$ cat src/hdl/lagd_pkg.sv
package lagd_pkg;

    // default sizes of the macro
    parameter int NUM_SPIN_DEF        = 16;
    parameter int BITJ_DEF            = 4;
    parameter int BITH_DEF            = 4;
    parameter int PARALLELISM_DEF     = 4;
    parameter int FLIP_ICON_DEPTH_DEF = 16;
    parameter int SCALING_BIT         = 4;

    parameter int ENERGY_BIT = 32;

    typedef logic signed [ENERGY_BIT-1:0] energy_t;

    // unsigned field scaling for the h term
    typedef logic [SCALING_BIT-1:0] scaling_t;

    typedef enum logic [1:0] {
        EM_IDLE,
        EM_ACCUM,
        EM_DONE
    } em_state_e;

    typedef enum logic [2:0] {
        FM_IDLE,
        FM_FETCH,
        FM_BUILD,
        FM_SEND,
        FM_WAIT_E
    } fm_state_e;

endpackage

$ cat src/hdl/energy_if.sv
`timescale 1ns/1ps

// energy result with the spin vector it belongs to
interface energy_if #(
    parameter int NUM_SPIN = 16
) ();
    import lagd_pkg::*;

    logic                valid;
    logic                ready;
    energy_t             energy;
    logic [NUM_SPIN-1:0] spin;

    modport src (output valid, output energy, output spin, input ready);

    modport dst (input valid, input energy, input spin, output ready);

endinterface

$ cat src/hdl/energy_monitor.sv
`timescale 1ns/1ps

module energy_monitor #(
    parameter int NUM_SPIN    = 16,
    parameter int BITJ        = 4,
    parameter int BITH        = 4,
    parameter int PARALLELISM = 4
) (
    input  logic                                clk_i,
    input  logic                                arst_n_i,
    // candidate from the flip manager
    input  logic                                cand_valid_i,
    input  logic [NUM_SPIN-1:0]                 cand_spin_i,
    output logic                                cand_ready_o,
    // weight stream
    input  logic                                weight_valid_i,
    output logic                                weight_ready_o,
    input  logic [NUM_SPIN*BITJ*PARALLELISM-1:0] weight_i,
    input  logic [NUM_SPIN*BITH-1:0]            hbias_i,
    input  lagd_pkg::scaling_t                  hscaling_i,
    // row counter
    input  logic [$clog2(NUM_SPIN)-1:0]         row_i,
    input  logic                                row_last_i,
    output logic                                row_step_o,
    energy_if.src                               res
);
    import lagd_pkg::*;

    localparam int ROW_W = NUM_SPIN * BITJ;

    em_state_e           state_q;
    logic [NUM_SPIN-1:0] spin_q;
    energy_t             acc_q;
    energy_t             beat_sum;
    logic                cand_fire;
    logic                beat_fire;

    // s_i * (sum_j J_ij * s_j + hscaling * h_i)
    function automatic energy_t row_energy(
        input logic [ROW_W-1:0]     row,
        input logic [NUM_SPIN-1:0]  s,
        input logic                 s_i,
        input logic signed [BITH-1:0] h,
        input scaling_t             sc
    );
        energy_t sum;
        energy_t coup;
        energy_t h_term;
        sum = '0;
        for (int j = 0; j < NUM_SPIN; j++) begin
            coup = energy_t'($signed(row[j*BITJ +: BITJ]));
            // bit 1 is +1, bit 0 is -1
            if (s[j]) begin
                sum = sum + coup;
            end else begin
                sum = sum - coup;
            end
        end
        h_term = energy_t'(h) * energy_t'(sc);
        sum = sum + h_term;
        return s_i ? sum : -sum;
    endfunction

    always_comb begin
        beat_sum = '0;
        for (int r = 0; r < PARALLELISM; r++) begin
            beat_sum = beat_sum + row_energy(
                weight_i[r*ROW_W +: ROW_W],
                spin_q,
                spin_q[row_i + r],
                hbias_i[(row_i + r)*BITH +: BITH],
                hscaling_i
            );
        end
    end

    assign cand_ready_o   = (state_q == EM_IDLE);
    assign weight_ready_o = (state_q == EM_ACCUM);
    assign cand_fire      = cand_valid_i && cand_ready_o;
    assign beat_fire      = weight_valid_i && weight_ready_o;
    assign row_step_o     = beat_fire;

    always_ff @(posedge clk_i or negedge arst_n_i) begin
        if (!arst_n_i) begin
            state_q <= EM_IDLE;
        end else begin
            case (state_q)
                EM_IDLE: begin
                    if (cand_fire) begin
                        state_q <= EM_ACCUM;
                    end
                end
                EM_ACCUM: begin
                    if (beat_fire && row_last_i) begin
                        state_q <= EM_DONE;
                    end
                end
                EM_DONE: begin
                    // held until the flip manager takes the result
                    if (res.ready) begin
                        state_q <= EM_IDLE;
                    end
                end
                default: state_q <= EM_IDLE;
            endcase
        end
    end

    always_ff @(posedge clk_i) begin
        if (cand_fire) begin
            spin_q <= cand_spin_i;
            acc_q  <= '0;
        end else if (beat_fire) begin
            acc_q <= acc_q + beat_sum;
        end
    end

    // energy carries the minus sign of the Ising form
    assign res.valid  = (state_q == EM_DONE);
    assign res.energy = -acc_q;
    assign res.spin   = spin_q;

endmodule

$ cat src/flat_wrapper.sv
// flat-port wrapper written by rule: the top's interface ports become plain ports
module energy_monitor_flat import lagd_pkg::*;
#(
    parameter int NUM_SPIN    = 16,
    parameter int BITJ        = 4,
    parameter int BITH        = 4,
    parameter int PARALLELISM = 4
)
  (clk_i, arst_n_i, cand_valid_i, cand_spin_i, cand_ready_o, weight_valid_i, weight_ready_o, weight_i, hbias_i, hscaling_i, row_i, row_last_i, row_step_o, res_valid, res_energy, res_spin, res_ready);
  energy_if #(.NUM_SPIN(NUM_SPIN)) res_i ();
  input  logic clk_i;
  input  logic arst_n_i;
  input  logic cand_valid_i;
  input  logic [NUM_SPIN-1:0] cand_spin_i;
  output logic cand_ready_o;
  input  logic weight_valid_i;
  output logic weight_ready_o;
  input  logic [NUM_SPIN*BITJ*PARALLELISM-1:0] weight_i;
  input  logic [NUM_SPIN*BITH-1:0] hbias_i;
  input  lagd_pkg::scaling_t hscaling_i;
  input  logic [$clog2(NUM_SPIN)-1:0] row_i;
  input  logic row_last_i;
  output logic row_step_o;
  output wire logic [$bits(res_i.valid)-1:0] res_valid;
  output wire logic [$bits(res_i.energy)-1:0] res_energy;
  output wire logic [$bits(res_i.spin)-1:0] res_spin;
  input wire logic [$bits(res_i.ready)-1:0] res_ready;
  assign res_valid = res_i.valid;
  assign res_energy = res_i.energy;
  assign res_spin = res_i.spin;
  assign res_i.ready = res_ready;
  energy_monitor #(.NUM_SPIN(NUM_SPIN), .BITJ(BITJ), .BITH(BITH), .PARALLELISM(PARALLELISM)) u_core (.clk_i(clk_i), .arst_n_i(arst_n_i), .cand_valid_i(cand_valid_i), .cand_spin_i(cand_spin_i), .cand_ready_o(cand_ready_o), .weight_valid_i(weight_valid_i), .weight_ready_o(weight_ready_o), .weight_i(weight_i), .hbias_i(hbias_i), .hscaling_i(hscaling_i), .row_i(row_i), .row_last_i(row_last_i), .row_step_o(row_step_o), .res(res_i));
endmodule
$ cat config.mk
export PLATFORM = sky130hd
export DESIGN_NAME = energy_monitor_flat
export DESIGN_NICKNAME = d
export VERILOG_FILES = /design/src/hdl/lagd_pkg.sv /design/src/hdl/energy_if.sv /design/src/hdl/energy_monitor.sv /design/src/flat_wrapper.sv
export SDC_FILE = /design/constraint.sdc
export NUM_CORES = 2
export LEC_CHECK = 0
export BUFFER_PORTS_ARGS = -buffer_cell sky130_fd_sc_hd__clkbuf_2
export CAP_MARGIN = 20
export CORE_MARGIN = 8
export CORE_UTILIZATION = 40
export CTS_CLUSTER_DIAMETER = 200
export DETAILED_ROUTE_END_ITERATION = 10
export MAX_ROUTING_LAYER = met4
export PLACE_DENSITY_LB_ADDON = 0.12
export SYNTH_ARGS = -nofsm -noshare
export SYNTH_HDL_FRONTEND = slang
export SYNTH_SLANG_ARGS = --single-unit
$ cat constraint.sdc
create_clock -name clk_i -period 31.2 [get_ports clk_i]
set_input_delay 7.8 -clock clk_i [delete_from_list [all_inputs] [get_ports clk_i]]
set_output_delay 7.8 -clock clk_i [all_outputs]
set_load 0.02 [all_outputs]
==> metrics.csv <==
stage;metric;value;unit
floorplan;die_h;528;µm
logic_synthesis;syn_area_per_cell;7.31;µm²
hold_path;hold_path.class;register to register;
worst_setup_path;cp.arrival;30.34;ns
drt;wire_per_inst;17.6;µm
logic_synthesis;synth_top_area_frac;0.270;
sta;setup_violations;0;
worst_setup_path;crit_path_start_kind;input pin;
status;status;completed;
grt;grt_pass1_vias;92200;
clock_tree;cts-hold-fix-buffers;0;
sta;fin_crit;30.06;ns
logic_synthesis;synth_commonest_cells;2261 x ha_1, 1707 x a21oi_1, 1495 x xnor2_1;
clock_tree;clockRootBuffer;clkbuf_16;
sta;final_max_slew_viol_count;0;
grt;overflow;0;
placement;gp_congestion;0.927;
logic_synthesis;ys_seq_area_frac;0.0112;
logic_synthesis;syn_area;0.105;mm²
finish;finish.net_count;17800;
finish;syn2layout_area_growth;11.0;%
worst_setup_path;cp.buffers_inverters;10;
worst_setup_path;crit_family;adder cells;
drt;vias;99500;
worst_setup_path;crit_type;input pin to register;
clock_tree;tritoncts;built;
sta;setup_ws;1.14;ns
worst_setup_path;path_depth;117;
drt;vias_per_cell;5.35;
clock_tree;clk_pin_slew;0.15;ns
placement;dpl_worst_slack;-0.492;ns
floorplan;die_area;0.278;mm²
worst_setup_path;critPathRequiredTime;31.48;ns
floorplan;io-pin-count;402;
finish;nFillCells;27000;
worst_setup_path;end_kind;register;
drt;firstDrtPassIters;6;
floorplan;start_util;0.403;
worst_setup_path;cpPeakStageDelay;0.66;ns
drt;drt-initial-drc-count;5430;
sta;relSlewSlack;0.178;
floorplan;core;0.260;mm²
drt;routed_wl;327000;µm
logic_synthesis;post-synth-top-count-cell;ha_1;
clock_tree;h-tree-depth;2;
grt;antenna_found_initial;55;
worst_setup_path;ff2ff_setup_slack;7.64;ns
logic_synthesis;yosysWarnings;0;
sta;fin_setup_tns;0;ns
clock_tree;clk_latency;0.41;ns
logic_synthesis;synth_edf_count;16;
grt;grt_max_degree;54;
finish;layout-drive-gt1-share;0.102;
job;maxCapViolCount;0;
sta;worst_pin_slew;1.22;ns
worst_setup_path;ff2ff_path_depth;115;
worst_setup_path;cpMaxStageDelayCell;or4b_2;
sta;max_freq;33.3;MHz
logic_synthesis;synth_cell_types;98;
floorplan;die_w;528;µm
logic_synthesis;synth_top_area_cell;ha_1;
clock_tree;numCtsBuffers;5;
drt;ant_nets;0;
grt;track_usage;0.227;
clock_tree;clock_sinks;50;
logic_synthesis;syn_nets;17100;
placement;io_buffer_count;401;
finish;regArea;0.00117;mm²
worst_setup_path;worst_path_most_repeated_cell;ha_1;
worst_setup_path;crit_path_max_fanout;5;
logic_synthesis;syn_inst;14300;
logic_synthesis;synth-main-ff-cell;dfxtp_1;
grt;grt_pass1_wl;507000;µm
hold_path;hold_depth;2;
logic_synthesis;yosys_register_bits;50;
finish;multi_input_area;0.100;mm²
sta;clock_skew;0.0583;ns
drt;drc;0;
placement;hpwlAfterDp;290000;µm
clock_tree;cts_buffer_depth;2;
sta;hold_violations;0;
logic_synthesis;synth.area.top_cells;ha_1 27%, xnor2_1 13%, a21oi_1 8.2%, xor2_1 4.5%, nor2_1 4.4%;
sta;finalCritPeriodShare;0.963;
floorplan;num_rows;187;
logic_synthesis;ys_async_sr_fraction;0.0400;
## layout by cell type (no fill, tap or decap), types with 27 or more instances in the layout
master,netlist,layout
o21a_1,195,194
or3_1,158,155
clkbuf_2,1,400
diode_2,0,32
nand3_1,236,235
o21ai_1,12,66
o211ai_1,82,82
mux2i_1,47,47
o21bai_1,507,505
a211oi_1,140,116
a21oi_1,1707,1593
xor2_1,543,539
nand2_1,783,782
or2_2,74,74
ha_1,2261,2241
o31ai_1,61,50
o2111ai_1,28,27
and2_1,119,117
a21o_1,458,458
xnor2_1,1495,1478
inv_1,1120,1120
nand2b_1,242,241
nor2_1,1232,1223
a211o_1,40,40
o31a_1,28,28
o41ai_1,44,34
buf_4,1,505
o21ai_0,841,772
nor3_1,326,309
mux2_2,95,95
fa_1,176,175
dfxtp_1,32,32
a31oi_1,113,100
a21oi_2,0,112
and3_1,131,131
a31o_2,43,43
nor2b_1,168,160
nand4_1,59,59
## worst paths after layout
kind | end | start
max | u_core.acc_q[31] | weight_i[4]
min | u_core.acc_q[26] | u_core.acc_q[26]
max reg2reg | u_core.acc_q[31] | u_core.res.spin[1]
min reg2reg | u_core.acc_q[26] | u_core.acc_q[26]
max in group asynchronous | u_core.state_q[1] | arst_n_i
min in group asynchronous | u_core.state_q[0] | arst_n_i
## sequential cells by signal (all words and copies together) (netlist names)
register,count
u_core.state_q,2
u_core.acc_q,32
u_core.res.spin,16
## per-layer routing
layer  up-vias  global-route usage  share of wire
li1      53200                   -              -
met1     44600               0.310           0.49
met2      1530               0.377           0.45
met3       148              0.0189          0.041
met4         0              0.0288          0.015
met5         -                   -              0
## timing repair
action,4_1_cts,5_1_grt
setup endpoints to repair,1,1
gates cloned,0,0
pin swaps,0,128
hold endpoints to repair,0,0
setup buffers,0,53
resized for setup,1,412
## per-stage QoR
stage,cell area [µm²],instances,hold slack (ns),util
finish,116000,18600,0.470,0.447
global route,116000,18600,0.505,0.447
CTS,114000,18500,0.468,0.438
detailed placement,114000,18500,0.450,0.438
global placement,114000,18500,0.441,0.438
floorplan,105000,14300,0.432,-
## cell type report
| type | instances | share of cell area |
|---|---|---|
| Tap cell | 3496 | 0.0377 |
| Inverter | 1129 | 0.0365 |
| Timing Repair Buffer | 910 | 0.0501 |
| Sequential cell | 50 | 0.0101 |
| Clock buffer | 5 | 0.00108 |
| Antenna cell | 32 | 0.000689 |
| Multi-Input combinational cell | 13000 | 0.864 |
| Clock inverter | 3 | 0.000248 |
## tightest hold or removal path, cell delays in order, from the launching register on
cell and delay (ns):
dfxtp_1 0.34, nand2_1 0.05, a21oi_1 0.05
## cells by family (layout without fill, tap and decap cells)
logic type / count (synthesis) / in the layout / synth area share
XOR/XNOR: 2057 / 2057 / 0.175
flip-flops: 50 / 50 / 0.0112
AO/OA/AOI/OAI: 4631 / 4631 / 0.277
multiplexers: 167 / 167 / 0.0201
adder cells (fa/ha/maj): 2437 / 2437 / 0.304
other: 0 / 32 / 0
AND/OR/NAND/NOR: 3664 / 3664 / 0.166
buffers and inverters: 1308 / 2047 / 0.0470
Power is left out: the tool's default activity adds up to more than one toggle a clock period on the data nets, which glitch-free logic cannot reach.
