**src/hdl/lagd_pkg.sv**
```systemverilog
package lagd_pkg;

    // default sizes of the macro
    parameter int NUM_SPIN_DEF        = 16;
    parameter int BITJ_DEF            = 4;
    parameter int BITH_DEF            = 4;
    parameter int PARALLELISM_DEF     = 4;
    parameter int FLIP_ICON_DEPTH_DEF = 16;
    parameter int SCALING_BIT         = 4;

    parameter int ENERGY_BIT = 32;

    typedef logic signed [ENERGY_BIT-1:0] energy_t;

    // unsigned field scaling for the h term
    typedef logic [SCALING_BIT-1:0] scaling_t;

    typedef enum logic [1:0] {
        EM_IDLE,
        EM_ACCUM,
        EM_DONE
    } em_state_e;

    typedef enum logic [2:0] {
        FM_IDLE,
        FM_FETCH,
        FM_BUILD,
        FM_SEND,
        FM_WAIT_E
    } fm_state_e;

endpackage

```
**src/hdl/energy_if.sv**
```systemverilog
`timescale 1ns/1ps

// energy result with the spin vector it belongs to
interface energy_if #(
    parameter int NUM_SPIN = 16
) ();
    import lagd_pkg::*;

    logic                valid;
    logic                ready;
    energy_t             energy;
    logic [NUM_SPIN-1:0] spin;

    modport src (output valid, output energy, output spin, input ready);

    modport dst (input valid, input energy, input spin, output ready);

endinterface

```
**src/hdl/flip_manager.sv**
```systemverilog
`timescale 1ns/1ps

module flip_manager #(
    parameter int NUM_SPIN        = 16,
    parameter int FLIP_ICON_DEPTH = 16
) (
    input  logic                               clk_i,
    input  logic                               arst_n_i,
    input  logic                               config_valid_i,
    input  logic [NUM_SPIN-1:0]                config_spin_i,
    input  logic                               cmpt_en_i,
    input  logic                               en_comparison_i,
    output logic                               cmpt_idle_o,
    // flip icon memory
    output logic                               flip_ren_o,
    output logic [$clog2(FLIP_ICON_DEPTH)-1:0] flip_raddr_o,
    input  logic [NUM_SPIN-1:0]                flip_rdata_i,
    input  logic [$clog2(FLIP_ICON_DEPTH):0]   icon_count_i,
    // candidate to the energy monitor
    output logic                               cand_valid_o,
    output logic [NUM_SPIN-1:0]                cand_spin_o,
    input  logic                               cand_ready_i,
    energy_if.dst                              res,
    output logic [NUM_SPIN-1:0]                spin_o,
    output lagd_pkg::energy_t                  energy_o
);
    import lagd_pkg::*;

    localparam int ADDR_BIT = $clog2(FLIP_ICON_DEPTH);

    fm_state_e           state_q;
    logic [ADDR_BIT:0]   icon_idx_q;
    logic                first_q;
    logic [NUM_SPIN-1:0] spin_q;
    energy_t             energy_q;
    logic [NUM_SPIN-1:0] cand_q;
    logic                accept;

    // initial evaluation is always taken
    assign accept = first_q || !en_comparison_i || (res.energy < energy_q);

    always_ff @(posedge clk_i or negedge arst_n_i) begin
        if (!arst_n_i) begin
            state_q    <= FM_IDLE;
            icon_idx_q <= '0;
            first_q    <= 1'b0;
            spin_q     <= '0;
            energy_q   <= '0;
        end else begin
            case (state_q)
                FM_IDLE: begin
                    if (config_valid_i) begin
                        spin_q <= config_spin_i;
                    end
                    if (cmpt_en_i) begin
                        icon_idx_q <= '0;
                        first_q    <= 1'b1;
                        state_q    <= FM_SEND;
                    end
                end
                FM_FETCH: state_q <= FM_BUILD;
                FM_BUILD: begin
                    icon_idx_q <= icon_idx_q + 1'b1;
                    state_q    <= FM_SEND;
                end
                FM_SEND: begin
                    if (cand_ready_i) begin
                        state_q <= FM_WAIT_E;
                    end
                end
                FM_WAIT_E: begin
                    if (res.valid) begin
                        if (accept) begin
                            spin_q   <= res.spin;
                            energy_q <= res.energy;
                        end
                        first_q <= 1'b0;
                        if (icon_idx_q == icon_count_i) begin
                            state_q <= FM_IDLE;
                        end else begin
                            state_q <= FM_FETCH;
                        end
                    end
                end
                default: state_q <= FM_IDLE;
            endcase
        end
    end

    // candidate base is the state after the last decision
    always_ff @(posedge clk_i) begin
        if (state_q == FM_IDLE && cmpt_en_i) begin
            cand_q <= config_valid_i ? config_spin_i : spin_q;
        end else if (state_q == FM_BUILD) begin
            cand_q <= spin_q ^ flip_rdata_i;
        end
    end

    assign cmpt_idle_o  = (state_q == FM_IDLE);
    assign flip_ren_o   = (state_q == FM_FETCH);
    assign flip_raddr_o = icon_idx_q[ADDR_BIT-1:0];
    assign cand_valid_o = (state_q == FM_SEND);
    assign cand_spin_o  = cand_q;
    assign res.ready    = (state_q == FM_WAIT_E);
    assign spin_o       = spin_q;
    assign energy_o     = energy_q;

endmodule

```
**src/flat_wrapper.sv**
```systemverilog
// flat-port wrapper written by rule: the top's interface ports become plain ports
module flip_manager_flat import lagd_pkg::*;
#(
    parameter int NUM_SPIN        = 16,
    parameter int FLIP_ICON_DEPTH = 16
)
  (clk_i, arst_n_i, config_valid_i, config_spin_i, cmpt_en_i, en_comparison_i, cmpt_idle_o, flip_ren_o, flip_raddr_o, flip_rdata_i, icon_count_i, cand_valid_o, cand_spin_o, cand_ready_i, spin_o, energy_o, res_valid, res_energy, res_spin, res_ready);
  energy_if #(.NUM_SPIN(NUM_SPIN)) res_i ();
  input  logic clk_i;
  input  logic arst_n_i;
  input  logic config_valid_i;
  input  logic [NUM_SPIN-1:0] config_spin_i;
  input  logic cmpt_en_i;
  input  logic en_comparison_i;
  output logic cmpt_idle_o;
  output logic flip_ren_o;
  output logic [$clog2(FLIP_ICON_DEPTH)-1:0] flip_raddr_o;
  input  logic [NUM_SPIN-1:0] flip_rdata_i;
  input  logic [$clog2(FLIP_ICON_DEPTH):0] icon_count_i;
  output logic cand_valid_o;
  output logic [NUM_SPIN-1:0] cand_spin_o;
  input  logic cand_ready_i;
  output logic [NUM_SPIN-1:0] spin_o;
  output lagd_pkg::energy_t energy_o;
  input wire logic [$bits(res_i.valid)-1:0] res_valid;
  input wire logic [$bits(res_i.energy)-1:0] res_energy;
  input wire logic [$bits(res_i.spin)-1:0] res_spin;
  output wire logic [$bits(res_i.ready)-1:0] res_ready;
  assign res_i.valid = res_valid;
  assign res_i.energy = res_energy;
  assign res_i.spin = res_spin;
  assign res_ready = res_i.ready;
  flip_manager #(.NUM_SPIN(NUM_SPIN), .FLIP_ICON_DEPTH(FLIP_ICON_DEPTH)) u_core (.clk_i(clk_i), .arst_n_i(arst_n_i), .config_valid_i(config_valid_i), .config_spin_i(config_spin_i), .cmpt_en_i(cmpt_en_i), .en_comparison_i(en_comparison_i), .cmpt_idle_o(cmpt_idle_o), .flip_ren_o(flip_ren_o), .flip_raddr_o(flip_raddr_o), .flip_rdata_i(flip_rdata_i), .icon_count_i(icon_count_i), .cand_valid_o(cand_valid_o), .cand_spin_o(cand_spin_o), .cand_ready_i(cand_ready_i), .res(res_i), .spin_o(spin_o), .energy_o(energy_o));
endmodule
```
**config.mk**
```make
export PLATFORM = sky130hd
export DESIGN_NAME = flip_manager_flat
export DESIGN_NICKNAME = d
export VERILOG_FILES = /design/src/hdl/lagd_pkg.sv /design/src/hdl/energy_if.sv /design/src/hdl/flip_manager.sv /design/src/flat_wrapper.sv
export SDC_FILE = /design/constraint.sdc
export NUM_CORES = 1
export LEC_CHECK = 0
export BUFFER_PORTS_ARGS = -buffer_cell sky130_fd_sc_hd__buf_2
export CORE_MARGIN = 2
export CORE_UTILIZATION = 43
export DETAILED_ROUTE_END_ITERATION = 16
export PLACE_DENSITY_LB_ADDON = 0.08
export SYNTH_ARGS = -nofsm -noshare
export SYNTH_HDL_FRONTEND = slang
export SYNTH_SLANG_ARGS = --single-unit
```
**constraint.sdc**
```tcl
create_clock -name clk_i -period 2.66 [get_ports clk_i]
set_input_delay 0 -clock clk_i [delete_from_list [all_inputs] [get_ports clk_i]]
set_output_delay 0 -clock clk_i [all_outputs]
set_load 0.01 [all_outputs]
```
==> results of run 1 <==
## cell families after synthesis
| family | after synthesis |
|---|---|
| mux | 32 |
| compound gates | 102 |
| simple gates | 122 |
| fa+ha+maj | 32 |
| xor+xnor | 7 |
| buf+inv | 76 |
| flops | 73 |
## power groups by stage
stage / combinational, mW / clock [mW] / sequential [mW]
floorplan: 1.52 / 0 / 2.37
global placement: 2.84 / 0 / 2.18
detailed placement: 2.91 / 0 / 2.20
CTS: 3.19 / 0.761 / 2.19
global route: 3.63 / 0.811 / 2.26
finish: 3.29 / 0.736 / 2.19
## cells in the mapped netlist (all sizes together)
cell type / number / area (um2)
nor3: 20 / 100
or4: 1 / 7.51
nand3: 7 / 35.0
xnor2: 4 / 42.6
o22ai: 2 / 18.8
and4: 1 / 8.76
xor2: 3 / 26.3
nor2b: 1 / 6.26
nor3b: 1 / 7.51
or2: 1 / 6.26
a31oi: 32 / 200
nand2b: 1 / 6.26
a21oi: 28 / 140
o31ai: 1 / 7.51
a21o: 2 / 15.0
o22a: 17 / 149
ha: 32 / 400
and3: 2 / 12.5
dfrtp: 57 / 1430
nand4: 5 / 31.3
mux2: 32 / 360
o21ai: 13 / 76.3
inv: 52 / 195
and2: 2 / 12.5
a311oi: 1 / 8.76
nor2: 43 / 161
buf: 10 / 77.6
and3b: 1 / 8.76
a211oi: 3 / 22.5
clkbuf: 14 / 52.6
nand2: 36 / 135
a221oi: 1 / 8.76
a2111oi: 1 / 27.5
o21a: 1 / 7.51
edfxtp: 16 / 480
## per-layer routing
layer | part of all wire (%) | up-vias | global-route usage [%]
met4 | 1.5 | 0 | 7.24
met2 | 48 | 115 | 36.3
met1 | 46 | 1929 | 27.9
met5 | 0 | - | 0
li1 | - | 2000 | -
met3 | 4.9 | 15 | 4.72
## critical path, delay by kind of cell (launching register included)
family | cells | cell delay (ns)
compound gates | 6 | 1.19
flops | 1 | 0.39
buf+inv | 3 | 0.38
mux | 1 | 0.33
fa+ha+maj | 1 | 0.19
xor+xnor | 1 | 0.15
## sequential cells by signal, summed over array words and instances (netlist names)
signal              flops
u_core.energy_o        32
u_core.cand_spin_o     16
u_core.spin_o          16
u_core.icon_idx_q       5
u_core.state_q          3
u_core.first_q          1
## stage by stage
step           util [%]  worst slack [ns]  cells  hold WS [ns]  instance area (um2)
2_1_floorplan         -          0.000322    444        -0.296                 4280
3_3_place_gp       55.0            -0.125    742        0.0772                 5360
3_5_place_dp       55.0            -0.194    742        0.0910                 5360
4_1_cts            62.1            -0.114    800        0.0194                 6050
5_1_grt            63.6            -0.194    803        0.0416                 6190
6_report           63.6           -0.0863    803        0.0314                 6190
## what timing repair did
action / CTS / global route
pin swaps: 0 / 3
hold buffers: 36 / 0
setup buffers: 5 / 1
hold endpoints to repair: 64 / 0
endpoints found under the setup margin: 48 / 48
gates cloned: 1 / 4
resized for setup: 24 / 20
## worst max path at each step
stage	depth (start not counted)	endpoint	slack (ns)	startpoint
2_1_floorplan	11	u_core.energy_o[10]	0.0003	u_core.energy_o[2]
3_3_place_gp	11	u_core.energy_o[31]	-0.13	u_core.energy_o[2]
3_5_place_dp	11	u_core.energy_o[29]	-0.19	u_core.energy_o[2]
4_1_cts	11	u_core.energy_o[5]	-0.11	u_core.energy_o[2]
5_1_grt	12	u_core.energy_o[8]	-0.19	u_core.energy_o[2]
6_report	12	u_core.energy_o[8]	-0.09	u_core.energy_o[2]
## layout make-up
| type | instances | area share, % |
|---|---|---|
| Inverter | 52 | 3.15 |
| Timing Repair Buffer | 234 | 25.2 |
| Clock buffer | 15 | 2.37 |
| Clock inverter | 1 | 0.0607 |
| Multi-Input combinational cell | 295 | 35.8 |
| Sequential cell | 73 | 30.8 |
| Tap cell | 133 | 2.69 |
==> flow_metrics.env, run 1 <==
export IMPL_wire_per_inst_um=15.2
export IMPL_h_tree_depth=3
export IMPL_ir_drop_uv=610
export IMPL_worst_endpoint_arrival_ns=2.96
export IMPL_cts_tree="done"
export IMPL_dp_final_hpwl_um=8240
export IMPL_fp_row_count=36
export IMPL_p_switching_mw=2.43
export IMPL_grt_pass1_vias=4002
export IMPL_grt_pass1_wl_um=19100
export IMPL_yosys_cell_types_count=44
export IMPL_power_leakage_nw=3.17
export IMPL_fin_crit_sh_pct=103
export IMPL_avgSynthCellArea_um2=9.65
export IMPL_setup_viol=40
export IMPL_synth_compound_area_share_pct=15.9
export IMPL_cts_sinks=73
export IMPL_min_path_cells=3
export IMPL_vias_per_cell=5.05
export IMPL_drtIter0Drc=138
export IMPL_violations="negative setup slack"
export IMPL_swShare_pct=39.1
export IMPL_p_int_mw=3.79
export IMPL_drv_slew=0
export IMPL_core_mm2=0.00973
export IMPL_initial_core_util_pct=44.0
export IMPL_cp_required_ns=2.88
export IMPL_port_buffers=163
export IMPL_final_common_cell="buf_2"
export IMPL_synth_xor_area_share_pct=1.61
export IMPL_max_stage_delay_ns=0.39
export IMPL_worstMarginPinSlew_ns=0.708
export IMPL_synth_simple_area_share_pct=12.6
export IMPL_whs_endpoint="u_core.cand_spin_o[9]"
export IMPL_min_delay_start="config_spin_i[9]"
export IMPL_drt_wl_total_um=12200
export IMPL_yosysSeqAreaShare_pct=44.5
export IMPL_slew_headroom_pct=52.8
export IMPL_drive_above_1_share_pct=37.2
export IMPL_synth_mux_area_share_pct=8.41
export IMPL_first_pass_iters=4
export IMPL_layout_common_cells="buf_2 (163), dfrtp_1 (57), inv_1 (51), nor2_1 (43)"
export IMPL_grt_max_degree=35
export IMPL_nets=789
export IMPL_synth_seq_cells=73
export IMPL_ys_warn_count=0
export IMPL_hold_violations=0
export IMPL_register_area_mm2=0.00191
export IMPL_cts_buffers=9
export IMPL_combPwrFrac_pct=52.9
export IMPL_syn_inst=444
export IMPL_pin_count=164
export IMPL_finalWeightedCongestion=0.789
export IMPL_drc=0
export IMPL_path_cells="inv_2 -> ha_4 -> a211oi_2 -> o21ai_1 -> a211oi_2 -> o21ai_2 -> a2111oi_4 -> xnor2_2 -> o21ai_4 -> buf_12 -> clkbuf_16 -> mux2_1"
export IMPL_ant_nets=0
export IMPL_cp_start_kind="flip-flop"
export IMPL_num_fill_cells=858
export IMPL_drv_cap=0
export IMPL_clk_latency_ns=0.34
export IMPL_crit_top_cell="a211oi_2"
export IMPL_ff2ff_setup_slack_ns=-0.09
export IMPL_p_clk_share_pct=11.8
export IMPL_outcome="finished, violations left"
export IMPL_antenna_found_initial=1
export IMPL_multiInputGateArea_mm2=0.00221
export IMPL_diodes=0
export IMPL_root_buffer="clkbuf_8"
export IMPL_area_growth_pct=44.5
export IMPL_die_area_mm2=0.0108
export IMPL_syn_area_mm2=0.00428
export IMPL_cts_buffer_depth=2
export IMPL_die_h_um=104
export IMPL_path_class="reg -> reg"
export IMPL_fin_tns_setup_ns=-1.45
export IMPL_max_freq_mhz=364
export IMPL_synth_fa_ha_area_share_pct=9.35
export IMPL_clk_pin_slew_ns=0.08
export IMPL_hp_class="in -> reg"
export IMPL_rsz0062_at_grt="true"
export IMPL_powerDensity_mw_per_mm2=1000
export IMPL_fin_crit_ns=2.75
export IMPL_reg2reg_depth=12
export IMPL_regToRegEndpoint="u_core.energy_o[8]"
export IMPL_grt_ovfl_total=0
export IMPL_layout_setup_ws_ns=-0.0863
export IMPL_syn_nets=568
export IMPL_critical_path_slowest_cell="dfrtp_1"
export IMPL_track_usage_pct=21.7
export IMPL_crit_fanout=6
export IMPL_r2r_start="u_core.energy_o[2]"
export IMPL_p_seq_share_pct=35.2
export IMPL_cp_end_kind="flip-flop"
export IMPL_via_count=4059
export IMPL_fp_dieW_um=104
export IMPL_skew_ns=0.00849
export IMPL_synth_top_family_by_area="compound AO/OA/AOI/OAI gates"
export IMPL_totalPowerFinal_mw=6.22
No activity file was read; power rests on OpenSTA's default activity.
==> inputs of run 2 (changes only) <==
--- a/config.mk
+++ b/config.mk
@@ -7,7 +7,7 @@
 export LEC_CHECK = 0
 export BUFFER_PORTS_ARGS = -buffer_cell sky130_fd_sc_hd__buf_2
 export CORE_MARGIN = 2
-export CORE_UTILIZATION = 43
+export CORE_UTILIZATION = 45
 export DETAILED_ROUTE_END_ITERATION = 16
 export PLACE_DENSITY_LB_ADDON = 0.08
 export SYNTH_ARGS = -nofsm -noshare
==> flow_metrics.env, run 2 (synthesis gave the netlist of run 1 again) <==
export IMPL_outcome="finished, violations left"
export IMPL_violations="negative setup slack"
export IMPL_drive_above_1_share_pct=38.4
export IMPL_drt_wl_total_um=12300
export IMPL_use_met2_pct=39.2
export IMPL_layout_setup_ws_ns=-0.0836
export IMPL_drv_slew=0
export IMPL_wire_per_inst_um=15.4
export IMPL_drc=0
export IMPL_fp_dieW_um=102
export IMPL_clk_pin_slew_ns=0.08
export IMPL_fin_crit_sh_pct=103
export IMPL_power_leakage_nw=3.20
export IMPL_root_buffer="clkbuf_8"
export IMPL_use_met1_pct=28.7
export IMPL_via_count=4098
export IMPL_critical_path_slowest_cell="dfrtp_1"
export IMPL_crit_fanout=6
export IMPL_grt_use_met3_pct=4.83
export IMPL_cts_tree="done"
export IMPL_ant_nets=0
export IMPL_post_dp_cell_area_mm2=0.00532
export IMPL_setup_viol=29
export IMPL_grt_pass1_vias=3958
export IMPL_die_area_mm2=0.0103
export IMPL_nets=786
export IMPL_track_usage_pct=22.9
export IMPL_area_growth_pct=45.6
export IMPL_antenna_found_initial=1
export IMPL_layout_common_cells="buf_2 (163), dfrtp_1 (57), inv_1 (51), nor2_1 (43)"
export IMPL_path_class="reg -> reg"
export IMPL_worstMarginPinSlew_ns=0.766
export IMPL_num_fill_cells=760
export IMPL_finalWeightedCongestion=0.811
export IMPL_largest_reg_flops=32
export IMPL_core_mm2=0.00924
export IMPL_grt_busiest_layer="met2"
export IMPL_crit_top_cell="a211oi_2"
export IMPL_crit_buf_inv=3
export IMPL_cp_end_kind="flip-flop"
export IMPL_slew_headroom_pct=48.9
export IMPL_path_cells="inv_2 -> ha_4 -> a211oi_2 -> o21ai_1 -> a211oi_2 -> o21ai_2 -> a2111oi_4 -> xnor2_2 -> o21ai_4 -> buf_12 -> clkbuf_16 -> mux2_4"
export IMPL_pin_count=164
export IMPL_worst_endpoint_arrival_ns=2.98
export IMPL_fin_crit_ns=2.74
export IMPL_cts_buffers=9
export IMPL_grt_ovfl_total=0
export IMPL_dp_slack_ns=-0.206
export IMPL_dp_final_hpwl_um=7930
export IMPL_fin_tns_setup_ns=-1.61
export IMPL_max_stage_delay_ns=0.41
export IMPL_multiInputGateArea_mm2=0.00223
export IMPL_initial_core_util_pct=46.4
export IMPL_register_area_mm2=0.00191
export IMPL_drv_cap=0
export IMPL_skew_ns=0.0125
export IMPL_cp_required_ns=2.90
export IMPL_hp_class="in -> reg"
export IMPL_powerDensity_mw_per_mm2=1030
export IMPL_ir_drop_uv=640
export IMPL_final_common_cell="buf_2"
export IMPL_dp_cells=734
export IMPL_grt_pass1_wl_um=18600
export IMPL_cts_buffer_depth=2
export IMPL_critical_path_top_delay_family="compound AO/OA/AOI/OAI gates"
export IMPL_final_cell_area_mm2=0.00623
export IMPL_cp_start_kind="flip-flop"
export IMPL_fp_row_count=35
export IMPL_final_cells=796
export IMPL_cts_sinks=73
export IMPL_drtIter0Drc=143
export IMPL_vias_per_cell=5.15
export IMPL_h_tree_depth=3
export IMPL_die_h_um=102
export IMPL_port_buffers=163
export IMPL_grt_max_degree=58
export IMPL_rsz0062_at_grt="true"
export IMPL_clk_latency_ns=0.35
export IMPL_whs_ns=0.0103
export IMPL_diodes=0
export IMPL_hold_violations=0
export IMPL_first_pass_iters=4
export IMPL_max_freq_mhz=364
[run 2: cell count changes in the layout (fill, tap and decap cells not counted), sizes merged]
cell,change
clkinv,+3
buf,-3
clkbuf,-6
bufinv,+2
clkinvlp,+1
[run 2: final timing paths]
| path | start | to | slack [ns] | cells past startpoint |
|---|---|---|---|---|
| max in group asynchronous | arst_n_i | u_core.spin_o[13] | 1.82 | 3 |
| worst max register to register | u_core.energy_o[2] | u_core.energy_o[11] | -0.08 | 12 |
| worst min-delay path | cmpt_en_i | u_core.state_q[1] | 0.01 | 3 |
| worst max-delay path | u_core.energy_o[2] | u_core.energy_o[11] | -0.08 | 12 |
| min in group asynchronous | arst_n_i | u_core.energy_o[20] | 0.34 | 3 |
| worst min register to register | u_core.first_q | u_core.first_q | 0.48 | 2 |
[run 2: layout make-up]
| class | instances | area share, % |
|---|---|---|
| tap | 129 | 2.59 |
| sequential | 73 | 30.6 |
| multi-input combinational | 295 | 35.8 |
| timing repair buffer | 231 | 24.6 |
| clock inverter | 7 | 1.36 |
| inverter | 52 | 3.13 |
| clock buffer | 9 | 1.99 |
[run 2: worst min-delay path: stages]
cell,delay [ns]
buf_2,0.12
nor3_1,0.12
a311oi_1,0.07
[run 2: power by group]
part	total [mW]	switching, mW	internal (mW)
clock network	0.948	0.429	0.519
logic	3.29	1.62	1.67
registers	2.19	0.424	1.77
total	6.43	2.47	3.96
[run 2: what timing repair did]
action | 4_1_cts | 5_1_grt
hold buffers | 36 | 0
setup buffers | 1 | 5
cloned | 1 | 4
resized for setup | 14 | 38
pin swaps | 0 | 10
setup endpoints to repair | 48 | 48
endpoints found under the hold margin | 93 | 0
[run 2: routing by layer]
metal	part of all wire [%]	up-vias
li1	-	1998
met1	43	1936
met2	49	144
met3	6.2	20
met4	1.6	0
met5	0	-
[run 2: per-stage QoR]
| step | total power, mW | util (%) |
|---|---|---|
| detailed placement | 5.05 | 57.6 |
| global placement | 4.96 | 57.6 |
| floorplan | 3.89 | - |
| finish | 6.43 | 67.5 |
| CTS | 6.16 | 64.5 |
| global route | 6.93 | 67.5 |
